<file path="src/img_pkg.sv">
`default_nettype none

package img_pkg;

	localparam int unsigned IMG_DIM    = 8;    // image width and height in pixels
	localparam int unsigned NUM_CHAN   = 32;   // channels stored per pixel
	localparam int unsigned ORIGIN_MAX = 6;    // last origin that keeps the 2x2 view inside
	localparam int unsigned FMAP_DEPTH = 2048; // IMG_DIM * IMG_DIM * NUM_CHAN words

	typedef logic [2:0]  coord_t;     // pixel coordinate 0..7
	typedef logic [4:0]  chan_t;      // channel index 0..31
	typedef logic [7:0]  pixel_t;     // stored pixel
	typedef logic [13:0] out_word_t;  // output stream word
	typedef logic [10:0] fmap_addr_t; // chan*64 + y*8 + x

	typedef enum logic [3:0] {
		OP_LOAD     = 4'd0,
		OP_RIGHT    = 4'd1,
		OP_LEFT     = 4'd2,
		OP_UP       = 4'd3,
		OP_DOWN     = 4'd4,
		OP_WIN_DOWN = 4'd5,
		OP_WIN_UP   = 4'd6,
		OP_DISPLAY  = 4'd7
	} op_mode_t; // codes 8..15 carry no name and are ignored

	typedef enum logic [1:0] {
		WIN_8  = 2'd0,
		WIN_16 = 2'd1,
		WIN_32 = 2'd2
	} chan_win_t;

	typedef enum logic [2:0] {
		S_START,
		S_READY,
		S_WAIT_OP,
		S_LOAD,
		S_VIEW,
		S_DISPLAY,
		S_FINISH
	} seq_state_t;

endpackage

`default_nettype wire
</file>
<file path="src/view_window.sv">
`default_nettype none

module view_window import img_pkg::*; (
	input  logic      i_clk,
	input  logic      i_rst_n,
	input  logic      i_view_strobe,
	input  op_mode_t  i_view_op,
	output coord_t    o_origin_x,
	output coord_t    o_origin_y,
	output chan_win_t o_chan_win
);
	always_ff @(posedge i_clk or negedge i_rst_n) begin
		if (!i_rst_n) begin
			o_origin_x <= '0;
			o_origin_y <= '0;
			o_chan_win <= WIN_32; // full depth after reset
		end else if (i_view_strobe) begin
			case (i_view_op)
				OP_RIGHT: begin
					if (o_origin_x < coord_t'(ORIGIN_MAX))
						o_origin_x <= o_origin_x + 3'd1;
				end
				OP_LEFT: begin
					if (o_origin_x != '0)
						o_origin_x <= o_origin_x - 3'd1;
				end
				OP_DOWN: begin
					if (o_origin_y < coord_t'(ORIGIN_MAX))
						o_origin_y <= o_origin_y + 3'd1; // y grows downwards
				end
				OP_UP: begin
					if (o_origin_y != '0)
						o_origin_y <= o_origin_y - 3'd1;
				end
				OP_WIN_DOWN: begin
					if (o_chan_win != WIN_8)
						o_chan_win <= chan_win_t'(o_chan_win - 2'd1); // 32 -> 16 -> 8
				end
				OP_WIN_UP: begin
					if (o_chan_win != WIN_32)
						o_chan_win <= chan_win_t'(o_chan_win + 2'd1);
				end
				default: ; // load and display never strobe here
			endcase
		end
	end

endmodule

`default_nettype wire

</file>
<file path="config.mk">
export PLATFORM = sky130hd
export DESIGN_NAME = view_window
export DESIGN_NICKNAME = d
export VERILOG_FILES = /design/src/img_pkg.sv /design/src/view_window.sv
export SDC_FILE = /design/constraint.sdc
export NUM_CORES = 1
export LEC_CHECK = 0
export BUFFER_PORTS_ARGS = -buffer_cell sky130_fd_sc_hd__buf_2
export CORE_MARGIN = 3
export CORE_UTILIZATION = 41
export CTS_CLUSTER_DIAMETER = 80
export DETAILED_ROUTE_END_ITERATION = 10
export PLACE_DENSITY = 0.66
export REMOVE_ABC_BUFFERS = 1
export SYNTH_ARGS = -nofsm -noshare
export SYNTH_HDL_FRONTEND = slang
export SYNTH_SLANG_ARGS = --single-unit
</file>
<file path="constraint.sdc">
create_clock -name i_clk -period 1.6 [get_ports i_clk]
set_input_delay 0.08 -clock i_clk [delete_from_list [all_inputs] [get_ports i_clk]]
set_output_delay 0.08 -clock i_clk [all_outputs]
set_load 0.03 [all_outputs]
</file>
==> metrics.txt <==
status finished, final reports clean; final hold violation count 0; total routed wirelength about 1300 microns; commonest cells in the netlist 7 x dfrtp_1, 6 x nor2_1, 4 x a21oi_1; sequential cell area fraction in the yosys report 35.1%; CTS buffer count 3; first-pass GRT wire length between 2000 and 2500 microns; P_leak just under 0.4 nW; Finish-stage setup viols 0; Primary FF master, synth dfrtp_1; r2r startpoint o_origin_x[1]$_DFFE_PN0P_; clock tree sinks 8; Crit. Startpoint o_origin_x[1]$_DFFE_PN0P_; Period minus WS final roughly 1500 ps; Peak VDD IR 871 uV; Cell variety after synth 30; synth-to-layout area growth 41.4%; I/O Pins 15; FF+latch count, synth 8; cell with the most instances after synthesis dfrtp_1; slew margin rel. roughly three quarters; Async SR Flop Fraction 100%; average cell area after synthesis between 10 and 15 sq um; synthesized cell area about 570 sq um; # nets final 96; Reg clk slew, reported paths roughly 60 ps; P per Cell Area roughly 1500 nW/um^2; share of cells above drive strength 1 between 40 and 50%; Die Area 1890 sq um; Die Ht roughly 43 microns; area leader, netlist dfrtp_1; PortBufs 14; final design utilization about two thirds; setup ws final about 75 ps; Setup CP Type flip-flop to flip-flop; register area 201 sq um; htree depth 1; post-CTS setup buffer count 0; top-area cell type share of the netlist area a little under a third; Final Slew Violations 0; Final Total Pwr approximately 1.2 mW; routed via count 532; Max Clock Freq ~660 MHz; DR DRC count 0; antenna viol nets, final 0; multi-input logic area ~400 sq um; Mapped Cells 56; Worst EP arrival 1660 ps; wire length per cell 12.9 microns; synth top area cells dfrtp_1 31%, dfstp_2 4.6%, xor2_1 4.6%; WHS 183 ps; Initial DRT Pass Iterations 3; detailed-placement wirelength estimate ~1000 microns; EDFF count, synth 0; Worst Path Max Fanout 2; largest net degree at the start of global routing 9; total track usage approximately 16%; startpoint types flip-flop; yosys warns 0; Final period util roughly 95%; global placement routability congestion between 0.8 and 0.9; crit path capture type flip-flop; max cap viols 0; worst skew pair latency between 200 and 300 ps; num rows 12; total gr overflow 0; vias in the first global route approximately 520; core region area 1200 sq um; setup TNS 0 ps; DRT iter0 DRCs 6; worst hold path type input port to async pin; ANT cells 0; Worst-Margin Slew 350 ps; Root Driver clkbuf_4; # fillers between 100 and 150; Vias/cell approximately 5.3; pre-CTS setup slack -135 ps; Worst Path Required about 1700 ps; Starting Density 47.8%; initial antenna violation count 0; skew final between 5 and 6 ps; Longest Clk Path Bufs 2; DIE WIDTH between 40 and 50 microns; CTS tree built
## layout by cell type, fill, tap and decap left out, types with 3 or more instances in the layout
cell,Yosys,final
clkbuf_4,0,3
a21oi_1,4,4
nand2_1,3,3
xor2_1,3,3
buf_2,0,14
nor2_1,6,6
buf_4,0,12
dfrtp_1,7,7
nand2b_1,3,3
## sequential cells by signal, summed over array words and instances, names as in the netlist
name,cells
o_origin_x,3
o_chan_win,2
o_origin_y,3
## power breakdown
part / internal, mW / leakage, nW / switching, mW
Combinational: 0.292 / 0.273 / 0.388
Clock: 0.0953 / 0.0150 / 0.0681
Sequential: 0.289 / 0.0967 / 0.106
## worst max-delay path, cell delays in order (launching register included)
cell and delay, ps:
dfrtp_1 380, xor2_1 170, ha_2 210, mux2_4 320
o31ai_4 230, o41ai_2 100
## through the flow
| stage | cell area [sq um] | cells |
|---|---|---|
| final | 812 | 100 |
| after global routing | 812 | 100 |
| after CTS | 785 | 100 |
| after detailed placement | 748 | 95 |
| after global placement | 748 | 95 |
| after floorplan | 571 | 55 |
## final timing paths
| path | to | slack, ps | depth (start not counted) |
|---|---|---|---|
| max | o_origin_x[2]$_DFFE_PN0P_ | 80 | 5 |
| min | o_origin_y[0]$_DFFE_PN0P_ | 180 | 2 |
| max reg2reg | o_origin_x[2]$_DFFE_PN0P_ | 80 | 5 |
| min reg2reg | o_chan_win[0]$_DFFE_PN0P_ | 510 | 1 |
| max in group asynchronous | o_chan_win[1]$_DFFE_PN1P_ | 1170 | 2 |
| min in group i_clk | o_origin_x[2]$_DFFE_PN0P_ | 260 | 3 |
## routing by layer
| layer | vias up | routed length (microns) | GRT usage, % |
|---|---|---|---|
| met5 | - | 0 | 0 |
| met4 | 0 | 29 | 9.04 |
| li1 | 270 | - | - |
| met2 | 12 | 587 | 22.7 |
| met1 | 246 | 611 | 21.9 |
| met3 | 4 | 64 | 2.90 |
## final cells by class
cell class                      instances  share of cell area [%]
Clock buffer                            4                    3.24
Inverter                                1                   0.462
Multi-Input combinational cell         46                    48.4
Sequential cell                         8                    24.8
Tap cell                               14                    2.16
Timing Repair Buffer                   27                    21.0
## what timing repair did
| item | CTS | global route |
|---|---|---|
| setup endpoints to repair | 0 | 1 |
| hold endpoints to repair | 8 | 0 |
| hold buffers | 1 | 0 |
| gates resized for setup | 0 | 5 |
## cell families after synthesis
family / Yosys count / share of synthesized area [%]
adder cells (fa/ha/maj): 2 / 5.66
flip-flops: 8 / 35.1
AND/OR/NAND/NOR: 18 / 20.5
AO/OA/AOI/OAI: 17 / 21.4
buffers and inverters: 2 / 1.31
multiplexers: 5 / 10.0
XOR/XNOR: 4 / 6.10
(Power assumes the default switching activity.)
