<file path="config.mk">
export PLATFORM = sky130hd
export DESIGN_NAME = image_loader
export DESIGN_NICKNAME = d
export VERILOG_FILES = /design/src/img_pkg.sv /design/src/image_loader.sv
export SDC_FILE = /design/constraint.sdc
export NUM_CORES = 1
export LEC_CHECK = 0
export ABC_AREA = 1
export BUFFER_PORTS_ARGS = -buffer_cell sky130_fd_sc_hd__buf_2
export CORE_MARGIN = 5
export CORE_UTILIZATION = 46
export DETAILED_ROUTE_END_ITERATION = 8
export GPL_TIMING_DRIVEN = 0
export PLACE_DENSITY = 0.78
export SYNTH_ARGS = -nofsm -noshare
export SYNTH_HDL_FRONTEND = slang
export SYNTH_SLANG_ARGS = --single-unit
</file>
<file path="constraint.sdc">
create_clock -name i_clk -period 1.7 [get_ports i_clk]
set_clock_uncertainty 0.15 [all_clocks]
set_input_delay 0.17 -clock i_clk [delete_from_list [all_inputs] [get_ports i_clk]]
set_output_delay 0.17 -clock i_clk [all_outputs]
set_load 0.02 [all_outputs]
</file>
<file path="src/img_pkg.sv">
`default_nettype none

package img_pkg;

	localparam int unsigned IMG_DIM    = 8;    // image width and height in pixels
	localparam int unsigned NUM_CHAN   = 32;   // channels stored per pixel
	localparam int unsigned ORIGIN_MAX = 6;    // last origin that keeps the 2x2 view inside
	localparam int unsigned FMAP_DEPTH = 2048; // IMG_DIM * IMG_DIM * NUM_CHAN words

	typedef logic [2:0]  coord_t;     // pixel coordinate 0..7
	typedef logic [4:0]  chan_t;      // channel index 0..31
	typedef logic [7:0]  pixel_t;     // stored pixel
	typedef logic [13:0] out_word_t;  // output stream word
	typedef logic [10:0] fmap_addr_t; // chan*64 + y*8 + x

	typedef enum logic [3:0] {
		OP_LOAD     = 4'd0,
		OP_RIGHT    = 4'd1,
		OP_LEFT     = 4'd2,
		OP_UP       = 4'd3,
		OP_DOWN     = 4'd4,
		OP_WIN_DOWN = 4'd5,
		OP_WIN_UP   = 4'd6,
		OP_DISPLAY  = 4'd7
	} op_mode_t; // codes 8..15 carry no name and are ignored

	typedef enum logic [1:0] {
		WIN_8  = 2'd0,
		WIN_16 = 2'd1,
		WIN_32 = 2'd2
	} chan_win_t;

	typedef enum logic [2:0] {
		S_START,
		S_READY,
		S_WAIT_OP,
		S_LOAD,
		S_VIEW,
		S_DISPLAY,
		S_FINISH
	} seq_state_t;

endpackage

`default_nettype wire
</file>
<file path="src/image_loader.sv">
`default_nettype none

module image_loader import img_pkg::*; (
	input  logic       i_clk,
	input  logic       i_rst_n,
	input  logic       i_start,
	input  logic       i_in_valid,
	input  pixel_t     i_in_data,
	input  logic       i_gnt,
	output logic       o_in_ready,
	output logic       o_req,
	output fmap_addr_t o_wr_addr,
	output pixel_t     o_wr_data,
	output logic       o_done
);
	logic       in_valid_q; // registered byte strobe
	pixel_t     in_data_q;
	logic       wr_fire;    // byte goes to memory this cycle
	logic       wr_last;

	assign o_req     = o_in_ready & in_valid_q; // bytes outside a load are dropped
	assign wr_fire   = o_req & i_gnt;
	assign wr_last   = wr_fire & (o_wr_addr == fmap_addr_t'(FMAP_DEPTH - 1));
	assign o_wr_data = in_data_q;

	always_ff @(posedge i_clk)
		in_data_q <= i_in_data;

	always_ff @(posedge i_clk or negedge i_rst_n) begin
		if (!i_rst_n) begin
			in_valid_q <= 1'b0;
			o_in_ready <= 1'b0;
			o_wr_addr  <= '0;
			o_done     <= 1'b0;
		end else begin
			in_valid_q <= i_in_valid;
			o_done     <= wr_last;
			if (i_start) begin
				o_in_ready <= 1'b1;
				o_wr_addr  <= '0;
			end else if (wr_fire) begin
				o_wr_addr <= o_wr_addr + 11'd1; // raster order is address order
				if (wr_last)
					o_in_ready <= 1'b0;
			end
		end
	end

endmodule

`default_nettype wire

</file>
==> flow_summary.toml <==
[sta]
relSlewSlack = 0.796
finalWorstSetupSlack_ps = 219
slew_viol_final = 0
fmax_mhz = 675
hold_ws_ps = 128
hold_viol_final = 0
finalCritPeriodShare = 0.871
grt_setup_unrepaired = "false"
worst_pin_slew_ps = 305
layout_min_cycle_time_ps = 1480
setup_viol = 0
tns_ps = 0

[detailed_routing]
drt_first_pass_iters = 4
dr.max_layer_used = "met4"
met1Wirelength_um = 801
wl_met3_um = 196
route.antenna.remaining_nets = 0
via_count = 816
wl_met2_um = 904
drt_wl_total_mm = 1.92
first_iter_violations = 11
remaining_drc_errors = 0
route.detailed.wl_per_inst_um = 11.1
viasPerCell = 4.74

[logic_synthesis]
synth_top_area_frac = 0.401
synth.most_common_cell = "nand2_1"
synthDistinctLibCells = 21
ys_seq_area_frac = 0.584
synth_edf_count = 0
synth_area_um2 = 875
synth_top_area_cell = "dfrtp_1"
syn_nets = 112
syn_inst = 98
yosys-top-cells-area = "dfrtp_1 (40%), dfxtp_1 (18%), nand2_1 (10%)"
synth-async-reset-ratio = 0.636
yosys_warnings = 0
avgSynthCellArea_um2 = 8.92
synth_flop_cell = "dfrtp_1"
netlist_top_cells_count = "nand2_1 (24), nor2_1 (16), dfrtp_1 (14)"
ys_ff_latch = 22

[cts]
clkSlewWorstSetupHoldPaths_ps = 120
clk_latency_ps = 300
ctsHtreeMaxLevel = 1
cts_tree = "built"
cts.sinks = 22
cts_buffers = 3
clk_path_buf_depth = 2
cts_root_buf = "clkbuf_4"
post_cts_buffers = 0

[worst_setup_path]
worst_setup_path_end_kind = "register"
path_class = "register to register"
cp_data_required_time_ps = 1740
critPathLaunchType = "register"
worstPathArrival_ps = 1520
cp_max_fo = 5

[final_layout]
nets = 162
drive_gt1_frac = 0.299
n_fill_cell = 161
num_antenna_cells = 0
regArea_um2 = 510
area_growth_syn_to_layout_pct = 38.6
multi_input_area_um2 = 325

[grt]
overflow = 0
first_global_vias = 741
track_usage = 0.157
grt_start_max_net_pins = 15
grt_pass1_wl_mm = 3.26
antenna_found_initial = 0

[power_and_ir_drop]
powerDensity_nw_per_um2 = 717
leakage_nw = 0.614
ir_drop_v = 0.000506

[run]
maxCapViolations = 0

[die]
die_w_um = 53.6
initial_core_util = 0.496
rows = 15
core-area_um2 = 1760
io-pin-count = 35
die_area_um2 = 2870
chipHeight_um = 53.6

[placed_design]
dpl_worst_slack_ps = 252
hpwl_mm = 1.40
place_congestion = 0.827
port_buffers = 34

[status]
status = "completed"

[min_path]
hp-class = "input port to asynchronous set/reset pin"
-- metal layers --
layer,track usage,up-vias
li1,-,417
met1,0.187,366
met2,0.259,31
met3,0.0526,2
met4,0.0638,0
met5,0,-
-- stage by stage --
stage / cells / util / power (mW) / cell area, µm²
2_1_floorplan: 98 / - / 0.589 / 875
3_3_place_gp: 157 / 0.610 / 0.626 / 1080
3_5_place_dp: 157 / 0.610 / 0.628 / 1080
4_1_cts: 172 / 0.687 / 0.884 / 1210
5_1_grt: 172 / 0.687 / 0.916 / 1210
6_report: 172 / 0.687 / 0.870 / 1210
-- state kept, by name, summed over array words and instances (netlist names) --
signal	count
o_done	1
o_in_ready	1
o_wr_addr	11
o_wr_data	8
in_valid_q	1
-- area by class of cell --
class                           instances  share of cell area
Tap cell                               25              0.0258
Clock buffer                            4              0.0217
Inverter                                9              0.0279
Sequential cell                        22               0.421
Buffer                                  1             0.00413
Multi-Input combinational cell         66               0.268
Timing Repair Buffer                   45               0.231
-- where the power goes --
part	internal (mW)	switching (mW)	leakage, nW	total (mW)
registers	0.534	0.00537	0.255	0.539
clock network	0.0912	0.143	0.0150	0.234
logic	0.0421	0.0539	0.345	0.0959
total	0.667	0.202	0.614	0.870
-- cell families (layout without fill, tap and decap cells) --
kind of cell | after synthesis | count (layout) | synth area share
AND/OR/NAND/NOR | 55 | 55 | 0.296
flip-flops | 22 | 22 | 0.584
AO/OA/AOI/OAI | 10 | 10 | 0.0615
buffers and inverters | 10 | 59 | 0.0443
adder cells (fa/ha/maj) | 1 | 1 | 0.0143
-- cell usage in the layout (no fill, tap or decap), drive strengths merged --
| cell type | instances |
|---|---|
| nand4 | 2 |
| o21bai | 1 |
| a21oi | 4 |
| dlygate4sd3 | 11 |
| ha | 1 |
| buf | 35 |
| o21ai | 4 |
| nor2 | 17 |
| dfxtp | 8 |
| nand3 | 9 |
| and3 | 1 |
| a31oi | 1 |
| clkbuf | 4 |
| nand2 | 25 |
| dfrtp | 14 |
| nor3 | 1 |
| inv | 9 |
-- worst max-delay path, stage by stage, from the launching register on --
cell	delay, ps
dfrtp_1	410
ha_1	240
nand3_2	130
nor2_4	170
nand3_4	90
o21ai_1	120
nand2_1	60
-- path summary, 6_finish.rpt --
path | from | end | slack, ps | cells after the start
hold / removal | i_rst_n | o_wr_addr[5] | 130 | 2
max in group asynchronous | i_rst_n | o_wr_addr[6] | 1030 | 2
min in group i_clk | i_gnt | o_wr_addr[5] | 140 | 5
setup reg to reg | o_wr_addr[1] | o_in_ready | 220 | 6
hold reg to reg | o_wr_addr[1] | o_wr_addr[1] | 390 | 2
setup / recovery | o_wr_addr[1] | o_in_ready | 220 | 6
-- what timing repair did --
item,in CTS,in global routing
setup endpoints to repair,0,0
hold buffers,11,0
resized for setup,0,0
hold endpoints to repair,24,0
Power figures use the tool's default switching activity.
