**config.mk**
```make
export PLATFORM = sky130hd
export DESIGN_NAME = fmap_arbiter
export DESIGN_NICKNAME = d
export VERILOG_FILES = /design/src/img_pkg.sv /design/src/fmap_arbiter.sv
export SDC_FILE = /design/constraint.sdc
export NUM_CORES = 1
export LEC_CHECK = 0
export BUFFER_PORTS_ARGS = -buffer_cell sky130_fd_sc_hd__clkbuf_2
export CAP_MARGIN = 0
export CORE_AREA = 2 2 39 41
export DETAILED_ROUTE_END_ITERATION = 8
export DIE_AREA = 0 0 41 43
export PLACE_DENSITY = 0.67
export SETUP_SLACK_MARGIN = 0.05
export SYNTH_ARGS = -nofsm -noshare
export SYNTH_HDL_FRONTEND = slang
export SYNTH_SLANG_ARGS = --single-unit
```
**constraint.sdc**
```tcl
create_clock -name vclk -period 0.8
set_input_delay 0.04 -clock vclk [all_inputs]
set_output_delay 0.04 -clock vclk [all_outputs]
set_load 0.01 [all_outputs]
```
**src/img_pkg.sv**
```systemverilog
`default_nettype none

package img_pkg;

	localparam int unsigned IMG_DIM    = 8;    // image width and height in pixels
	localparam int unsigned NUM_CHAN   = 32;   // channels stored per pixel
	localparam int unsigned ORIGIN_MAX = 6;    // last origin that keeps the 2x2 view inside
	localparam int unsigned FMAP_DEPTH = 2048; // IMG_DIM * IMG_DIM * NUM_CHAN words

	typedef logic [2:0]  coord_t;     // pixel coordinate 0..7
	typedef logic [4:0]  chan_t;      // channel index 0..31
	typedef logic [7:0]  pixel_t;     // stored pixel
	typedef logic [13:0] out_word_t;  // output stream word
	typedef logic [10:0] fmap_addr_t; // chan*64 + y*8 + x

	typedef enum logic [3:0] {
		OP_LOAD     = 4'd0,
		OP_RIGHT    = 4'd1,
		OP_LEFT     = 4'd2,
		OP_UP       = 4'd3,
		OP_DOWN     = 4'd4,
		OP_WIN_DOWN = 4'd5,
		OP_WIN_UP   = 4'd6,
		OP_DISPLAY  = 4'd7
	} op_mode_t; // codes 8..15 carry no name and are ignored

	typedef enum logic [1:0] {
		WIN_8  = 2'd0,
		WIN_16 = 2'd1,
		WIN_32 = 2'd2
	} chan_win_t;

	typedef enum logic [2:0] {
		S_START,
		S_READY,
		S_WAIT_OP,
		S_LOAD,
		S_VIEW,
		S_DISPLAY,
		S_FINISH
	} seq_state_t;

endpackage

`default_nettype wire
```
**src/fmap_arbiter.sv**
```systemverilog
`default_nettype none

module fmap_arbiter import img_pkg::*; (
	input  logic       i_ld_req,
	input  fmap_addr_t i_ld_addr,
	input  pixel_t     i_ld_data,
	input  logic       i_rd_req,
	input  fmap_addr_t i_rd_addr,
	output logic       o_ld_gnt,
	output logic       o_rd_gnt,
	output fmap_addr_t o_mem_addr,
	output logic       o_mem_we,
	output pixel_t     o_mem_wdata
);
	// loader wins any collision, reader stalls its counters
	assign o_ld_gnt = i_ld_req;
	assign o_rd_gnt = i_rd_req & ~i_ld_req;

	assign o_mem_addr  = o_ld_gnt ? i_ld_addr : i_rd_addr;
	assign o_mem_we    = o_ld_gnt; // every loader grant is a write
	assign o_mem_wdata = i_ld_data;

endmodule

`default_nettype wire

```
==> impl_metrics.json, run 1 <==
{
  "whs_ps": 80.0,
  "synthesis.nets": 55,
  "antenna_found_initial": 0,
  "syn-cell-area_um2": 253,
  "clock.fmax_mhz": 1300,
  "start_util_pct": 18.3,
  "chipWidth_um": 41,
  "holdCritStartpoint": "i_ld_data[4]",
  "critPathLaunchType": "primary input",
  "hold_violations": 0,
  "dp_hpwl_um": 527,
  "synth.distinct_cells": 5,
  "rsz0062_at_grt": "yes",
  "power_density_nw_per_um2": 606,
  "vias": 281,
  "viasPerCell": 4.01,
  "stdcell_area_um2": 517,
  "design.die.area_um2": 1760,
  "avgSynthCellArea_um2": 11.0,
  "clock_buffers": 0,
  "regArea_um2": 0,
  "fp.dieH_um": 43,
  "crit_arrival_ps": 730,
  "fin_crit_sh_pct": 96.0,
  "grt_overflow_total": 0,
  "first_global_vias": 208,
  "setup_viol_count_final": 0,
  "slew_violations": 0,
  "areaGrowthSynthToFinish_pct": 104,
  "grt_usage_pct": 5.79,
  "antennaDiodeCount": 0,
  "instances_no_fill": 70,
  "final_cell_mix": "clkbuf_2 (29), mux2_4 (11), buf_6 (8)",
  "gp_congestion": 0.522,
  "flops_and_latches": 0,
  "ir_drop_mv": 0.167,
  "drive_above_1_share_pct": 100,
  "routed_wl_um": 684,
  "io_buffers": 38,
  "hp-class": "primary input to output pin",
  "critPathCaptureType": "output pin",
  "nNetsFinal": 88,
  "io_pins": 54,
  "ant_nets": 0,
  "relSlewSlack_pct": 95.1,
  "startpoint": "i_ld_req",
  "yosysSeqAreaShare_pct": 0,
  "p_leak_nw": 0.308,
  "dr.pass1.iters": 1,
  "finalSetupTns_ps": 0,
  "grt_pass1_wl_um": 765,
  "hold_path_end": "o_mem_wdata[4]",
  "core_um2": 1380,
  "fillers": 140,
  "drcViolationCount": 0,
  "whs_path_depth": 0,
  "cap_violations": 0,
  "drtIter0Drc": 0,
  "rows": 14,
  "syn_inst": 23,
  "period_needed_ps": 768,
  "status": "completed",
  "path_class": "primary input to output pin",
  "grt_max_degree": 8,
  "place_area_um2": 397,
  "final_common_cell": "clkbuf_2",
  "yosysWarnings": 0,
  "cp_max_fo": 7,
  "required_ps": 760,
  "cts_hold_buffers": 0,
  "tightest_slew_ps": 73.6,
  "dp.cells": 67,
  "wl_per_cell_um": 9.77
}
==> kinds of logic (layout without fill, tap and decap cells) <==
group	Yosys count	after routing	synth area share [%]
simple gates	1	1	3.47
buf+inv	11	42	34.2
mux	11	11	62.4
==> cells in the mapped netlist, drive strengths merged <==
master | number | area (µm²)
buf | 11 | 86.3
and2b | 1 | 8.76
mux2 | 11 | 158
==> final cells by class <==
cell class / instances / area, µm² / area share, %
Timing Repair Buffer: 42 / 323 / 62.5
Multi-Input combinational cell: 12 / 174 / 33.7
Tap cell: 16 / 20.0 / 3.87
==> worst max path at each step <==
stage                           to  slack, ps  cells after the start
finish               o_mem_addr[6]         30                      4
global route        o_mem_addr[10]         20                      4
CTS                  o_mem_addr[9]         40                      4
detailed placement  o_mem_addr[10]          7                      4
global placement    o_mem_addr[10]         10                      4
floorplan            o_mem_addr[0]        270                      2
==> report_power, final <==
part	internal, mW	switching, mW
Clock	0	0
Combinational	0.215	0.0982
Sequential	0	0
==> per-stage QoR <==
stage | util (%) | setup slack, ps | total power [mW]
floorplan | - | 266 | 0.166
global placement | 28.7 | 10.5 | 0.231
detailed placement | 28.7 | 6.53 | 0.233
CTS | 33.7 | 35.4 | 0.274
global route | 37.3 | 17.0 | 0.337
finish | 37.3 | 32.2 | 0.313
==> metal layers <==
layer	vias up	share of wire, %	track usage, %
met5	-	0	0
met4	0	0	0
met3	0	18	0.524
met2	30	56	12.2
met1	118	26	5.70
li1	133	-	-
==> repair_timing <==
action                     4_1_cts  5_1_grt
buffers inserted                 2        0
gates resized for setup          6       18
gates cloned                     1        0
setup endpoints to repair       11       11
==> worst max-delay path: stages <==
cell       delay [ps]
clkbuf_16         130
buf_12            130
mux2_4            300
buf_6             120
(Power assumes the default switching activity.)
==> inputs of run 2 (changes only) <==
Settings changed: GPL_TIMING_DRIVEN set to 0.
==> impl_metrics.json, run 2 (synthesis gave the netlist of run 1 again) <==
{
  "holdCritStartpoint": "i_ld_data[1]",
  "fillers": 136,
  "power_density_nw_per_um2": 594,
  "clock_buffers": 0,
  "relSlewSlack_pct": 94.8,
  "hold_violations": 0,
  "rsz0062_at_grt": "yes",
  "grt_pass1_wl_mm": 1.05,
  "startpoint": "i_ld_req",
  "setup_viol_count_final": 0,
  "fin_crit_sh_pct": 95.4,
  "drive_above_1_share_pct": 100,
  "critPathLaunchType": "primary input",
  "flops_and_latches": 0,
  "required_ps": 760,
  "areaGrowthSynthToFinish_pct": 137,
  "nNetsFinal": 105,
  "multiInputGateArea_um2": 166,
  "design.die.area_um2": 1760,
  "wl_per_cell_um": 8.77,
  "clock.fmax_mhz": 1310,
  "rows": 14,
  "chipWidth_um": 41,
  "grt_max_degree": 6,
  "io_buffers": 46,
  "drcViolationCount": 0,
  "final_common_cell": "clkbuf_2",
  "ant_nets": 0,
  "start_util_pct": 18.3,
  "instances_no_fill": 87,
  "finalSetupTns_ps": 0,
  "cap_violations": 0,
  "final_cell_mix": "clkbuf_2 (39), buf_4 (11), mux2_4 (9)",
  "drtIter0Drc": 1,
  "first_global_vias": 272,
  "cts_hold_buffers": 0,
  "dp.cells": 85,
  "slew_violations": 0,
  "crit_path_cell_trace": "clkbuf_16 > buf_16 > mux2_4 > buf_6",
  "hp-class": "primary input to output pin",
  "slowest_stage": "mux2_4",
  "gp_congestion": 0.576,
  "grt_overflow_total": 0,
  "grt_usage_pct": 7.89,
  "dp_slack_ps": -48.0,
  "core_um2": 1380,
  "worst_path_largest_cell_delay_ps": 290,
  "p_leak_nw": 0.371,
  "cp_max_fo": 5,
  "antennaDiodeCount": 0,
  "regArea_um2": 0,
  "fin_ws_ps": 36.7,
  "period_needed_ps": 763,
  "critPathCaptureType": "output pin",
  "antenna_found_initial": 0,
  "fp.dieH_um": 43,
  "io_pins": 54,
  "tightest_slew_ps": 78.4,
  "vias": 329,
  "routed_wl_um": 763,
  "status": "completed",
  "total_power_mw": 0.356,
  "crit_arrival_ps": 720,
  "whs_ps": 268,
  "dr.pass1.iters": 2,
  "ir_drop_mv": 0.209,
  "path_class": "primary input to output pin",
  "viasPerCell": 3.78
}
## run 2: cell count changes in the layout (fill, tap and decap cells not counted), sizes merged
cell and change:
buf +7, clkbuf +10
## run 2: stage by stage
step           util, %  cell area (µm²)
6_report          43.3              599
5_1_grt           43.3              599
4_1_cts           40.6              562
3_5_place_dp      36.3              503
3_3_place_gp      36.3              503
2_1_floorplan        -              253
## run 2: worst paths after layout
| kind | end | slack [ps] | cells past startpoint |
|---|---|---|---|
| hold / removal | o_mem_wdata[1] | 270 | 2 |
| setup / recovery | o_mem_addr[9] | 40 | 4 |
## run 2: critical path: cells and delay by family
kind / cells / cell delay [ps]
muxes: 1 / 290
buffers and inverters: 3 / 390
## run 2: final cells by class
type,instances,share of cell area (%)
buffer,11,15.0
multi-input combinational,12,27.8
tap,16,3.34
timing repair buffer,48,53.9
## run 2: routing by layer
| metal | GRT usage, % | share of wire [%] | vias up | wire length [µm] |
|---|---|---|---|---|
| met4 | 0 | 0 | 0 | 0 |
| met2 | 15.9 | 53 | 30 | 406 |
| met1 | 8.86 | 31 | 133 | 237 |
| met5 | 0 | 0 | - | 0 |
| li1 | - | - | 166 | - |
| met3 | 0 | 16 | 0 | 119 |
## run 2: report_power, final
part	total [mW]	switching [mW]	leakage (nW)	internal [mW]
Sequential	0	0	0	0
Combinational	0.356	0.117	0.371	0.239
Clock	0	0	0	0
## run 2: timing repair
action / CTS / global route
setup buffers: 1 / 0
endpoints found under the setup margin: 10 / 9
gates cloned: 1 / 0
gates resized for setup: 5 / 14
==> inputs of run 3 (changes only) <==
Settings changed: CELL_PAD_IN_SITES_DETAIL_PLACEMENT set to 0, CELL_PAD_IN_SITES_GLOBAL_PLACEMENT set to 1, CORE_AREA 2 2 39 41 to unset, CORE_MARGIN set to 2, CORE_UTILIZATION set to 14, DIE_AREA 0 0 41 43 to unset, PLACE_DENSITY 0.67 to unset, PLACE_DENSITY_LB_ADDON set to 0.1.
==> impl_metrics.json, run 3 (synthesis gave the netlist of run 1 again) <==
{
  "status": "completed",
  "vias": 333,
  "io_buffers": 46,
  "relSlewSlack_pct": 95.1,
  "slew_violations": 0,
  "drtIter0Drc": 0,
  "wl_per_cell_um": 7.90,
  "start_util_pct": 14.8,
  "clock.fmax_mhz": 1310,
  "clock_buffers": 0,
  "cts_hold_buffers": 0,
  "holdCritStartpoint": "i_ld_data[1]",
  "setup_viol_count_final": 0,
  "viasPerCell": 3.47,
  "tightest_slew_ps": 73.6,
  "final_cell_mix": "clkbuf_2 (38), buf_4 (11), mux2_4 (9)",
  "drcViolationCount": 0,
  "fp.dieH_um": 46.5,
  "grt_pass1_wl_um": 979,
  "power_density_nw_per_um2": 584,
  "nNetsFinal": 105,
  "cp_max_fo": 5,
  "rsz0062_at_grt": "yes",
  "fin_crit_sh_pct": 95.2,
  "areaGrowthSynthToFinish_pct": 144,
  "period_needed_ps": 761,
  "total_power_mw": 0.360,
  "chipWidth_um": 46.5,
  "fillers": 179,
  "hp-class": "primary input to output pin",
  "crit_arrival_ps": 720,
  "flops_and_latches": 0,
  "path_class": "primary input to output pin",
  "whs_path_depth": 2,
  "antenna_found_initial": 0,
  "routed_wl_um": 758,
  "io_pins": 54,
  "regArea_um2": 0,
  "hold_violations": 0,
  "critPathCaptureType": "output pin",
  "gp_congestion": 0.643,
  "first_global_vias": 259,
  "p_leak_nw": 0.372,
  "cap_violations": 0,
  "antennaDiodeCount": 0,
  "hold_path_end": "o_mem_wdata[1]",
  "whs_ps": 268,
  "ant_nets": 0,
  "grt_overflow_total": 0,
  "final_common_cell": "clkbuf_2",
  "critPathLaunchType": "primary input",
  "drive_above_1_share_pct": 100,
  "ir_drop_mv": 0.195,
  "rows": 15,
  "grt_max_degree": 6,
  "required_ps": 760,
  "grt_usage_pct": 5.87,
  "dr.pass1.iters": 1,
  "core_um2": 1710,
  "design.die.area_um2": 2160
}
[run 3: worst max-delay path by stage]
stage               startpoint             to  slack, ps  cells past startpoint
floorplan             i_ld_req  o_mem_addr[0]        270                      2
detailed placement    i_ld_req  o_mem_addr[4]        -50                      4
global route          i_ld_req  o_mem_addr[9]         20                      4
CTS                   i_ld_req  o_mem_addr[4]         30                      4
global placement      i_ld_req  o_mem_addr[4]        -60                      4
finish                i_ld_req  o_mem_addr[7]         40                      4
[run 3: metrics by stage]
step / TNS [ps] / instance area [µm²] / util [%] / cells / setup WS, ps
floorplan: 0 / 253 / - / 23 / 266
CTS: 0 / 573 / 33.6 / 96 / 32.1
global placement: -459 / 514 / 30.1 / 94 / -55.3
global route: 0 / 617 / 36.1 / 96 / 18.2
detailed placement: -412 / 514 / 30.1 / 94 / -50.0
finish: 0 / 617 / 36.1 / 96 / 38.7
[run 3: critical path: stages]
cell and delay, ps:
clkbuf_16 140, buf_8 130, mux2_4 290, buf_6 120
[run 3: timing repair]
action	4_1_cts	5_1_grt
setup buffers	1	0
resized for setup	5	14
gates cloned	1	0
endpoints found under the setup margin	10	9
[run 3: cell type report]
| cell class | count | area (µm²) | share of cell area (%) |
|---|---|---|---|
| Buffer | 11 | 90.1 | 14.6 |
| Tap cell | 25 | 31.3 | 5.07 |
| Multi-Input combinational cell | 12 | 166 | 27.0 |
| Timing Repair Buffer | 48 | 329 | 53.3 |
[run 3: layer usage]
layer  wire length [µm]  vias up  track usage [%]
li1                   -      166                -
met1                234      143             7.59
met2                436       24             11.4
met3                 87        0                0
met4                  0        0                0
met5                  0        -                0
[run 3: power breakdown]
| part | switching (mW) | leakage [nW] | total [mW] | internal, mW |
|---|---|---|---|---|
| clock | 0 | 0 | 0 | 0 |
| combinational | 0.117 | 0.372 | 0.360 | 0.243 |
| sequential | 0 | 0 | 0 | 0 |
| total | 0.117 | 0.372 | 0.360 | 0.243 |
