===== src/img_pkg.sv =====
`default_nettype none

package img_pkg;

	localparam int unsigned IMG_DIM    = 8;    // image width and height in pixels
	localparam int unsigned NUM_CHAN   = 32;   // channels stored per pixel
	localparam int unsigned ORIGIN_MAX = 6;    // last origin that keeps the 2x2 view inside
	localparam int unsigned FMAP_DEPTH = 2048; // IMG_DIM * IMG_DIM * NUM_CHAN words

	typedef logic [2:0]  coord_t;     // pixel coordinate 0..7
	typedef logic [4:0]  chan_t;      // channel index 0..31
	typedef logic [7:0]  pixel_t;     // stored pixel
	typedef logic [13:0] out_word_t;  // output stream word
	typedef logic [10:0] fmap_addr_t; // chan*64 + y*8 + x

	typedef enum logic [3:0] {
		OP_LOAD     = 4'd0,
		OP_RIGHT    = 4'd1,
		OP_LEFT     = 4'd2,
		OP_UP       = 4'd3,
		OP_DOWN     = 4'd4,
		OP_WIN_DOWN = 4'd5,
		OP_WIN_UP   = 4'd6,
		OP_DISPLAY  = 4'd7
	} op_mode_t; // codes 8..15 carry no name and are ignored

	typedef enum logic [1:0] {
		WIN_8  = 2'd0,
		WIN_16 = 2'd1,
		WIN_32 = 2'd2
	} chan_win_t;

	typedef enum logic [2:0] {
		S_START,
		S_READY,
		S_WAIT_OP,
		S_LOAD,
		S_VIEW,
		S_DISPLAY,
		S_FINISH
	} seq_state_t;

endpackage

`default_nettype wire

===== src/window_reader.sv =====
`default_nettype none

module window_reader import img_pkg::*; (
	input  logic       i_clk,
	input  logic       i_rst_n,
	input  logic       i_start,
	input  coord_t     i_origin_x,
	input  coord_t     i_origin_y,
	input  chan_win_t  i_chan_win,
	input  logic       i_gnt,
	input  pixel_t     i_rd_data,
	output logic       o_req,
	output fmap_addr_t o_rd_addr,
	output logic       o_out_valid,
	output out_word_t  o_out_data,
	output logic       o_done
);
	logic   busy;
	coord_t org_x, org_y;       // origin frozen for the whole scan
	chan_t  last_ch;
	coord_t cur_x, cur_y;
	chan_t  cur_ch;
	logic   issue;              // address accepted by the memory
	logic   x_end, y_end, scan_end;
	logic   rd_valid, rd_last;  // stage 1, data on the memory output
	logic   out_last;           // stage 2, beside o_out_valid

	assign o_req    = busy;
	assign issue    = busy & i_gnt;
	assign x_end    = (cur_x != org_x);   // second column of the view
	assign y_end    = (cur_y != org_y);
	assign scan_end = x_end & y_end & (cur_ch == last_ch);
	assign o_rd_addr = fmap_addr_t'(cur_ch * IMG_DIM * IMG_DIM + cur_y * IMG_DIM + cur_x);
	assign o_done   = out_last;         // high with the final word

	always_ff @(posedge i_clk or negedge i_rst_n) begin
		if (!i_rst_n) begin
			busy    <= 1'b0;
			org_x   <= '0;
			org_y   <= '0;
			last_ch <= '0;
			cur_x   <= '0;
			cur_y   <= '0;
			cur_ch  <= '0;
		end else if (i_start) begin
			busy    <= 1'b1;
			org_x   <= i_origin_x;
			org_y   <= i_origin_y;
			cur_x   <= i_origin_x;
			cur_y   <= i_origin_y;
			cur_ch  <= '0;
			case (i_chan_win)
				WIN_8:   last_ch <= 5'd7;
				WIN_16:  last_ch <= 5'd15;
				default: last_ch <= chan_t'(NUM_CHAN - 1);
			endcase
		end else if (issue) begin
			cur_x <= x_end ? org_x : cur_x + 3'd1; // x fastest
			if (x_end) begin
				cur_y <= y_end ? org_y : cur_y + 3'd1;
				if (y_end)
					cur_ch <= cur_ch + 5'd1; // channel outermost
			end
			if (scan_end)
				busy <= 1'b0;
		end
	end

	// two-stage valid pipe matches ram read plus output register
	always_ff @(posedge i_clk or negedge i_rst_n) begin
		if (!i_rst_n) begin
			rd_valid    <= 1'b0;
			rd_last     <= 1'b0;
			o_out_valid <= 1'b0;
			out_last    <= 1'b0;
		end else begin
			rd_valid    <= issue;
			rd_last     <= issue & scan_end;
			o_out_valid <= rd_valid;
			out_last    <= rd_last;
		end
	end

	always_ff @(posedge i_clk) begin
		if (rd_valid)
			o_out_data <= {6'b0, i_rd_data}; // zero extend pixel
	end

endmodule

`default_nettype wire


===== config.mk =====
export PLATFORM = sky130hd
export DESIGN_NAME = window_reader
export DESIGN_NICKNAME = d
export VERILOG_FILES = /design/src/img_pkg.sv /design/src/window_reader.sv
export SDC_FILE = /design/constraint.sdc
export NUM_CORES = 1
export LEC_CHECK = 0
export BUFFER_PORTS_ARGS = -buffer_cell sky130_fd_sc_hd__buf_2
export CAP_MARGIN = 15
export CORE_ASPECT_RATIO = 0.5
export CORE_MARGIN = 2
export CORE_UTILIZATION = 50
export DETAILED_ROUTE_END_ITERATION = 12
export GPL_TIMING_DRIVEN = 0
export PLACE_DENSITY = 0.78
export SKIP_LAST_GASP = 1
export SLEW_MARGIN = 0
export SYNTH_ARGS = -nofsm -noshare
export SYNTH_HDL_FRONTEND = slang
export SYNTH_SLANG_ARGS = --single-unit
export TNS_END_PERCENT = 30

===== constraint.sdc =====
create_clock -name i_clk -period 2.15 [get_ports i_clk]
set_input_delay 0.3225 -clock i_clk [delete_from_list [all_inputs] [get_ports i_clk]]
set_output_delay 0.3225 -clock i_clk [all_outputs]
set_load 0.05 [all_outputs]

==> impl_metrics.ini, run 1 <==
[run_status]
outcome = finished, final reports clean

[placed_design]
port_buffers = 40
gp_congestion = 0.804
dpl.cell_count = 217
post-place-ws_ns = 0.261
dp_hpwl_um = 2170

[worst_setup_path]
startpoint_type = register
crit_path_end_kind = register
crit_type = reg2reg
slowest_stage = dfrtp_1
critPathMaxStageDelay_ns = 0.42
arrival_ns = 2.06
crit_required_ns = 2.31
path_cells = xor2_1 -> or3_1 -> buf_6 -> mux2_4 -> a221o_1
crit_buf_inv = 1
crit_family = flip-flops
crit_path_max_fanout = 9

[final_layout]
syn_to_final_growth_pct = 22.7
antenna_cells = 0
drive_above_1_share_pct = 35.7
layout.nets = 207
post-route-util_pct = 63.9
fill_cells = 253
instances_no_fill = 225

[floorplan]
num_rows = 14
start_util_pct = 52.1
fp.dieW_um = 82.7
io_pins = 48
core_area_um2 = 2980
die_area_um2 = 3590
die_h_um = 43.4

[synthesis]
synthArstFlopShare_pct = 75.8
avgSynthCellArea_um2 = 11.7
syn_area_um2 = 1550
yosysSeqAreaShare_pct = 55.9
yosysUniqueCellTypes = 36
synth-edff-count = 8
synth-seq-cells = 33
yosys_warnings = 0
synthFlopType = dfrtp_1
syn_inst = 132

[detailed_routing]
first_pass_iters = 4
drtIter0Drc = 77
wl_per_cell_um = 13.2
ant_nets = 0
drc_errors = 0
wirelength_um = 2980
vias = 1159
viasPerCell = 5.15

[clock_tree]
clk_latency_ns = 0.28
clkTransAtPathRegs_ns = 0.07
cts_sinks = 33
cts_setup_buffers = 0
cts_tree = done
clockRootBuffer = clkbuf_8
numCtsBuffers = 5
clockBufferDepth = 2
htree_num_levels = 2
cts_resized = 0
hold_buffers = 0

[timing]
timing.final.crit_share_pct = 88.2
fmax_mhz = 527
setup_violations = 0
hold_violations = 0
finalSetupTns_ns = 0
setup_ws_ns = 0.254
rsz0062_at_grt = no
fin_skew_ns = 0.00561
worstMarginPinSlew_ns = 0.550
finalMaxSlewViolations = 0
period_needed_ns = 1.90
maxSlewHeadroom_pct = 63.3

[pwr]
p_seq_share_pct = 47.3
p_int_mw = 1.04
leakage_nw = 0.908
powerDensity_nw_per_um2 = 819
combinationalPowerShare_pct = 24.4
power.total_mw = 1.56
ir_drop_mv = 0.428
power_frac_clock_pct = 28.3
p_sw_share_pct = 33.2
power_switching_mw = 0.517

[grt]
track_usage_pct = 18.1
grt_pass1_vias = 1090
top_usage_layer = met2
grtUsageMet1_pct = 23.4
grt_pass1_wl_um = 4750
grt.overflow.total = 0
use_met3_pct = 5.00
grt_max_degree = 26
grt.met2_usage_pct = 29.5
antenna_found_initial = 0

[hold_path]
min_path_type = in2async

[run]
maxCapViolations = 0
registers in the layout, summed over array words and instances, names as in the netlist, 3 cells and up:
name        cells
cur_x           3
cur_ch          5
org_x           3
o_out_data      8
cur_y           3
last_ch         3
org_y           3
worst register-to-register path, delay by kind of cell (launching register included):
kind                      cells  cell delay (ns)
AOI/OAI and AO/OA             1             0.32
xor gates and xnor gates      1             0.21
buffers and inverters         1             0.15
DFF                           1             0.42
muxes                         1             0.29
and+or+nand+nor               1             0.40
cells by family (layout without fill, tap and decap cells):
logic type / count (synthesis) / in the layout / share of synthesized area, %
flip-flops: 33 / 33 / 55.9
other: 1 / 6 / 0.242
XOR/XNOR: 8 / 8 / 4.52
multiplexers: 11 / 11 / 8.07
AO/OA/AOI/OAI: 19 / 19 / 8.47
buffers and inverters: 18 / 66 / 6.29
AND/OR/NAND/NOR: 39 / 39 / 14.1
adder cells (fa/ha/maj): 3 / 3 / 2.42
layout make-up:
type	count	area (um^2)	share of cell area, %
buffer	12	75.1	3.95
tap	40	50.0	2.63
clock buffer	6	72.6	3.82
inverter	6	22.5	1.18
clock inverter	2	10.0	0.526
timing repair buffer	40	200	10.5
sequential	33	866	45.5
multi-input combinational	86	606	31.8
power by group through the flow:
stage	sequential [mW]	clock, mW	combinational [mW]
after floorplan	0.851	0	0.181
after global placement	0.745	0	0.373
after detailed placement	0.748	0	0.380
after CTS	0.735	0.449	0.382
after global routing	0.743	0.474	0.409
final	0.736	0.441	0.379
layer usage:
metal / up-vias / share of wire, %
met3: 4 / 6.0
met5: - / 0
met4: 0 / 1.2
li1: 567 / -
met2: 37 / 48
met1: 551 / 45
cells in the mapped netlist, drive strengths merged (4+ instances only):
master	n	area [um^2]
a21oi	4	20.0
buf	8	60.1
clkbuf	4	15.0
dfrtp	25	626
edfxtp	8	240
inv	6	22.5
mux2	9	105
nand2	4	15.0
nand3	6	30.0
nor2	7	26.3
nor2b	4	25.0
o21ai	5	25.0
xor2	5	43.8
cell usage in the layout, fill, tap and decap left out, drive strengths merged, types with 2 or more instances in the layout:
cell / count
nor2: 7
or3: 3
mux2i: 2
o311ai: 2
ha: 3
nor2b: 4
o31ai: 2
and3: 3
conb: 6
clkbuf: 10
clkinv: 2
buf: 48
nand3: 6
mux2: 9
xnor2: 3
edfxtp: 8
dfrtp: 25
nor3b: 3
xor2: 5
a221o: 3
a21oi: 4
nand2b: 2
nor4: 3
o21ai: 5
inv: 6
nand2: 4
path summary, 6_finish.rpt:
| path | slack, ns | endpoint | cells past startpoint | startpoint |
|---|---|---|---|---|
| max | 0.25 | cur_y[1] | 5 | cur_y[1] |
| min | 0.03 | cur_x[0] | 1 | i_rst_n |
| max reg2reg | 0.25 | cur_y[1] | 5 | cur_y[1] |
| min reg2reg | 0.36 | o_done | 0 | rd_last |
| max in group asynchronous | 1.76 | o_out_valid | 1 | i_rst_n |
| min in group i_clk | 0.22 | o_out_data[4] | 1 | i_rd_data[4] |
stage by stage:
stage          hold WS (ns)  instance area [um^2]
3_5_place_dp          0.343                  1820
5_1_grt              0.0721                  1900
2_1_floorplan        0.0269                  1570
4_1_cts              0.0416                  1900
6_report             0.0258                  1900
3_3_place_gp          0.336                  1820
Note: power is estimated with default switching activity, not from simulation.
==> inputs of run 2 (changes only) <==
Settings changed: RECOVER_POWER set to 25.
==> run 2 against run 1 <==
Fmax barely moved. Flip-flop and latch count did not move. Wire length fell by 0.20%. Clock skew barely moved. Final cell count did not move. Clock power barely moved. Highest routed layer unchanged.
==> impl_metrics.ini, run 2 (synthesis gave the netlist of run 1 again) <==
[run_status]
outcome = finished, final reports clean

[final_layout]
fill_cells = 253
final_cell_mix = buf_2 (39), dfrtp_1 (25), mux2_2 (8), edfxtp_1 (8), nor2_1 (7)
ff_latch_area_um2 = 866
mostFrequentLayoutCell = buf_2
drive_above_1_share_pct = 35.1
multi_input_area_um2 = 606
top_regs = o_out_data: 8 flops, cur_ch: 5 flops
top_register = o_out_data
layout.nets = 207
largest_reg_flops = 8
syn_to_final_growth_pct = 22.6
post-route-util_pct = 63.8
antenna_cells = 0

[worst_setup_path]
crit_required_ns = 2.31
startpoint_type = register
r2r-start = cur_y[1]
arrival_ns = 2.06
crit_path_end_kind = register
crit_type = reg2reg
critPathLaunch = cur_y[1]
reg2regPathDepth = 5
crit_path_max_fanout = 9

[detailed_routing]
wl_per_cell_um = 13.2
vias = 1166
drtIter0Drc = 77
ant_nets = 0
viasPerCell = 5.18
first_pass_iters = 4
drc_errors = 0
wirelength_um = 2970

[clock_tree]
clockRootBuffer = clkbuf_8
cts_tree = done
clkTransAtPathRegs_ns = 0.07
htree_num_levels = 2
cts_sinks = 33
cts_setup_buffers = 0
cts_resized = 0
hold_buffers = 0
clk_latency_ns = 0.28
clockBufferDepth = 2
numCtsBuffers = 5

[pwr]
powerDensity_nw_per_um2 = 819
leakage_nw = 0.906
ir_drop_mv = 0.428

[grt]
grt_pass1_vias = 1090
grt_pass1_wl_um = 4750
track_usage_pct = 18.1
antenna_found_initial = 0
grt_max_degree = 26
grt.overflow.total = 0

[floorplan]
core_area_um2 = 2980
die_h_um = 43.4
num_rows = 14
fp.dieW_um = 82.7
die_area_um2 = 3590
io_pins = 48
start_util_pct = 52.1

[timing]
rsz0062_at_grt = no
fin_skew_ns = 0.00558
timing.final.crit_share_pct = 88.2
hold_violations = 0
maxSlewHeadroom_pct = 12.4
period_needed_ns = 1.90
setup_violations = 0
fmax_mhz = 527
finalMaxSlewViolations = 0
finalSetupTns_ns = 0
worstMarginPinSlew_ns = 1.31

[hold_path]
min_path_type = in2reg
hold_start = i_rd_data[4]
worstHoldPathCells = 1

[run]
maxCapViolations = 0

[placed_design]
dp_hpwl_um = 2170
gp_congestion = 0.804
port_buffers = 40
[run 2: changes by cell type in the layout (fill, tap and decap cells not counted), sizes merged]
cell	before	now
buf	48	47
clkbuf	10	11
[run 2: path summary, 6_finish.rpt]
kind	end	slack (ns)
worst max-delay path	cur_y[1]	0.25
worst min-delay path	o_out_data[4]	0.22
worst max register to register	cur_y[1]	0.25
worst min register to register	o_done	0.36
max in group asynchronous	o_out_valid	1.05
min in group asynchronous	cur_x[0]	0.32
[run 2: cell type report]
type | instances | area share, %
flip-flops and latches | 33 | 45.6
multi-input cells | 86 | 31.9
repair buffers | 40 | 10.5
plain buffers | 12 | 3.95
clock buffers | 6 | 3.82
well taps | 40 | 2.63
inverters | 6 | 1.18
clock inverters | 2 | 0.527
[run 2: metrics by stage]
step	instance area (um^2)	setup slack [ns]	hold slack [ns]	total power, mW	cells
floorplan	1570	0.0694	0.0269	1.03	137
global placement	1820	0.291	0.336	1.12	217
detailed placement	1820	0.261	0.343	1.13	217
CTS	1900	0.254	0.0416	1.57	225
global route	1900	0.214	0.208	1.63	225
finish	1900	0.254	0.221	1.56	225
[run 2: power by group]
group | switching (mW) | internal [mW]
registers | 0.0462 | 0.690
logic | 0.254 | 0.125
clock network | 0.216 | 0.224
[run 2: critical path, cell delays in order, from the launching register on]
cell and delay, ns:
dfrtp_1 0.42, xor2_1 0.21, or3_1 0.40, buf_6 0.15
mux2_4 0.29, a221o_1 0.32
[run 2: layer usage]
metal / global-route usage, % / wire, um
met5: 0 / 0
met3: 5.00 / 177
met1: 23.4 / 1330
met2: 29.5 / 1420
met4: 7.21 / 37
==> inputs of run 3 (changes only) <==
==> constraint.sdc (replaced) <==
create_clock -name i_clk -period 2.15 [get_ports i_clk]
set_input_delay 0 -clock i_clk [delete_from_list [all_inputs] [get_ports i_clk]]
set_output_delay 0 -clock i_clk [all_outputs]
set_load 0.05 [all_outputs]
==> run 3 against run 2 <==
The run now ends with negative hold slack left. Register-to-register slack about the same. Via count up 3.4%. Combinational power grew 6.1%. Worst hold slack got worse by 0.22 ns. Sequential share of layout area is 3.5 points lower. Worst setup slack worse by 0.0067 ns. Critical path depth stayed put. Fmax down 0.35%. Clock skew is 0.0020 ns lower. Largest power group unchanged.
==> impl_metrics.ini, run 3 (synthesis gave the netlist of run 1 again) <==
[run_status]
outcome = complete, but fails checks
violations = negative hold slack

[timing]
timing.final.crit_share_pct = 88.5
setup_ws_ns = 0.247
period_needed_ns = 1.90
finalSetupTns_ns = 0
fmax_mhz = 526
finalMaxSlewViolations = 0
fin_skew_ns = 0.00359
hold_ws_ns = -0.00147
worstMarginPinSlew_ns = 1.33
setup_violations = 0
hold_violations = 1
maxSlewHeadroom_pct = 11.6
rsz0062_at_grt = no

[grt]
top_usage_layer = met2
grt_max_degree = 26
grt.overflow.total = 0
track_usage_pct = 18.9
grt_pass1_vias = 1152
use_met3_pct = 5.00
grt.met2_usage_pct = 31.9
grt_pass1_wl_um = 4960
grtUsageMet1_pct = 23.6
antenna_found_initial = 0

[clock_tree]
cts_tree = done
clkTransAtPathRegs_ns = 0.07
clk_latency_ns = 0.28
htree_num_levels = 2
numCtsBuffers = 5
clockBufferDepth = 2
cts_sinks = 33
clockRootBuffer = clkbuf_8

[final_layout]
syn_to_final_growth_pct = 32.9
ff_latch_area_um2 = 866
mostFrequentLayoutCell = buf_2
top_register = o_out_data
antenna_cells = 0
layout.nets = 223
multi_input_area_um2 = 606
fill_cells = 231
final_cell_mix = buf_2 (39), dfrtp_1 (25), dlygate4sd3_1 (16)
largest_reg_flops = 8
drive_above_1_share_pct = 32.3
top_regs = o_out_data: 8 flops, cur_ch: 5 flops

[floorplan]
fp.dieW_um = 82.7
die_area_um2 = 3590
io_pins = 48
start_util_pct = 52.1
die_h_um = 43.4
num_rows = 14
core_area_um2 = 2980

[worst_setup_path]
critPathMaxStageDelay_ns = 0.42
slowest_stage = dfrtp_1
crit_path_end_kind = register
reg2regPathDepth = 5
crit_required_ns = 2.31
reg2reg_to = cur_y[1]
arrival_ns = 2.07
r2r_slack_ns = 0.25
path_cells = xor2_1 -> or3_1 -> buf_6 -> mux2_4 -> a221o_1
crit_path_max_fanout = 9
r2r-start = cur_y[1]
crit_type = reg2reg
startpoint_type = register

[run]
maxCapViolations = 0

[hold_path]
worstHoldPathCells = 3
hold_start = i_chan_win[0]
min_path_type = in2reg
holdPathEnd = last_ch[3]

[detailed_routing]
drtIter0Drc = 83
ant_nets = 0
wirelength_um = 3100
wl_per_cell_um = 12.9
vias = 1206
viasPerCell = 5.00
first_pass_iters = 4
drc_errors = 0

[placed_design]
gp_congestion = 0.804
post-place-ws_ns = 0.261
port_buffers = 40
dp_hpwl_um = 2170

[pwr]
ir_drop_mv = 0.442
leakage_nw = 0.973
powerDensity_nw_per_um2 = 767
## run 3: cell types whose count changed in the layout (fill, tap and decap cells not counted)
cell	before	now
dlygate4sd3_1	0	16
## run 3: critical path, delay by kind of cell, from the launching register on
family                    cells  cell delay [ns]
AOI/OAI and AO/OA             1             0.32
xor gates and xnor gates      1             0.21
buffers and inverters         1             0.15
DFF                           1             0.42
muxes                         1             0.29
and+or+nand+nor               1             0.40
## run 3: worst max-delay path by stage
stage,from,to,slack (ns),cells after the start
floorplan,cur_y[1],cur_y[1],0.07,5
global placement,cur_y[1],cur_y[1],0.29,5
detailed placement,cur_y[1],cur_y[1],0.26,5
CTS,cur_y[1],cur_y[1],0.25,5
global route,cur_y[1],cur_y[1],0.21,5
finish,cur_y[1],cur_y[1],0.25,5
## run 3: metrics by stage
step	instances	power, mW	utilization, %	instance area [um^2]	hold slack (ns)
floorplan	137	1.03	-	1570	-0.296
global placement	217	1.12	61.1	1820	0.0134
detailed placement	217	1.13	61.1	1820	0.0201
CTS	241	1.59	69.2	2060	0.00104
global route	241	1.65	69.2	2060	0.0235
finish	241	1.58	69.2	2060	-0.00147
## run 3: layout make-up
cell class	count	area share, %
clock inverter	2	0.486
tap	40	2.43
multi-input combinational	86	29.4
inverter	6	1.09
sequential	33	42.0
timing repair buffer	56	17.4
buffer	12	3.64
clock buffer	6	3.52
## run 3: per-layer routing
| layer | up-vias | part of all wire, % |
|---|---|---|
| met2 | 36 | 48 |
| li1 | 599 | - |
| met5 | - | 0 |
| met4 | 0 | 1.3 |
| met1 | 567 | 45 |
| met3 | 4 | 5.6 |
## run 3: repair_timing
item,4_1_cts,5_1_grt
hold endpoints to repair,46,0
gates resized for setup,0,0
hold buffers,16,0
setup buffers,0,0
setup endpoints to repair,0,0
## run 3: where the power goes
part | leakage [nW] | switching, mW | internal (mW)
clock | 0.0450 | 0.218 | 0.224
sequential | 0.381 | 0.0466 | 0.690
combinational | 0.547 | 0.258 | 0.144
total | 0.973 | 0.523 | 1.06
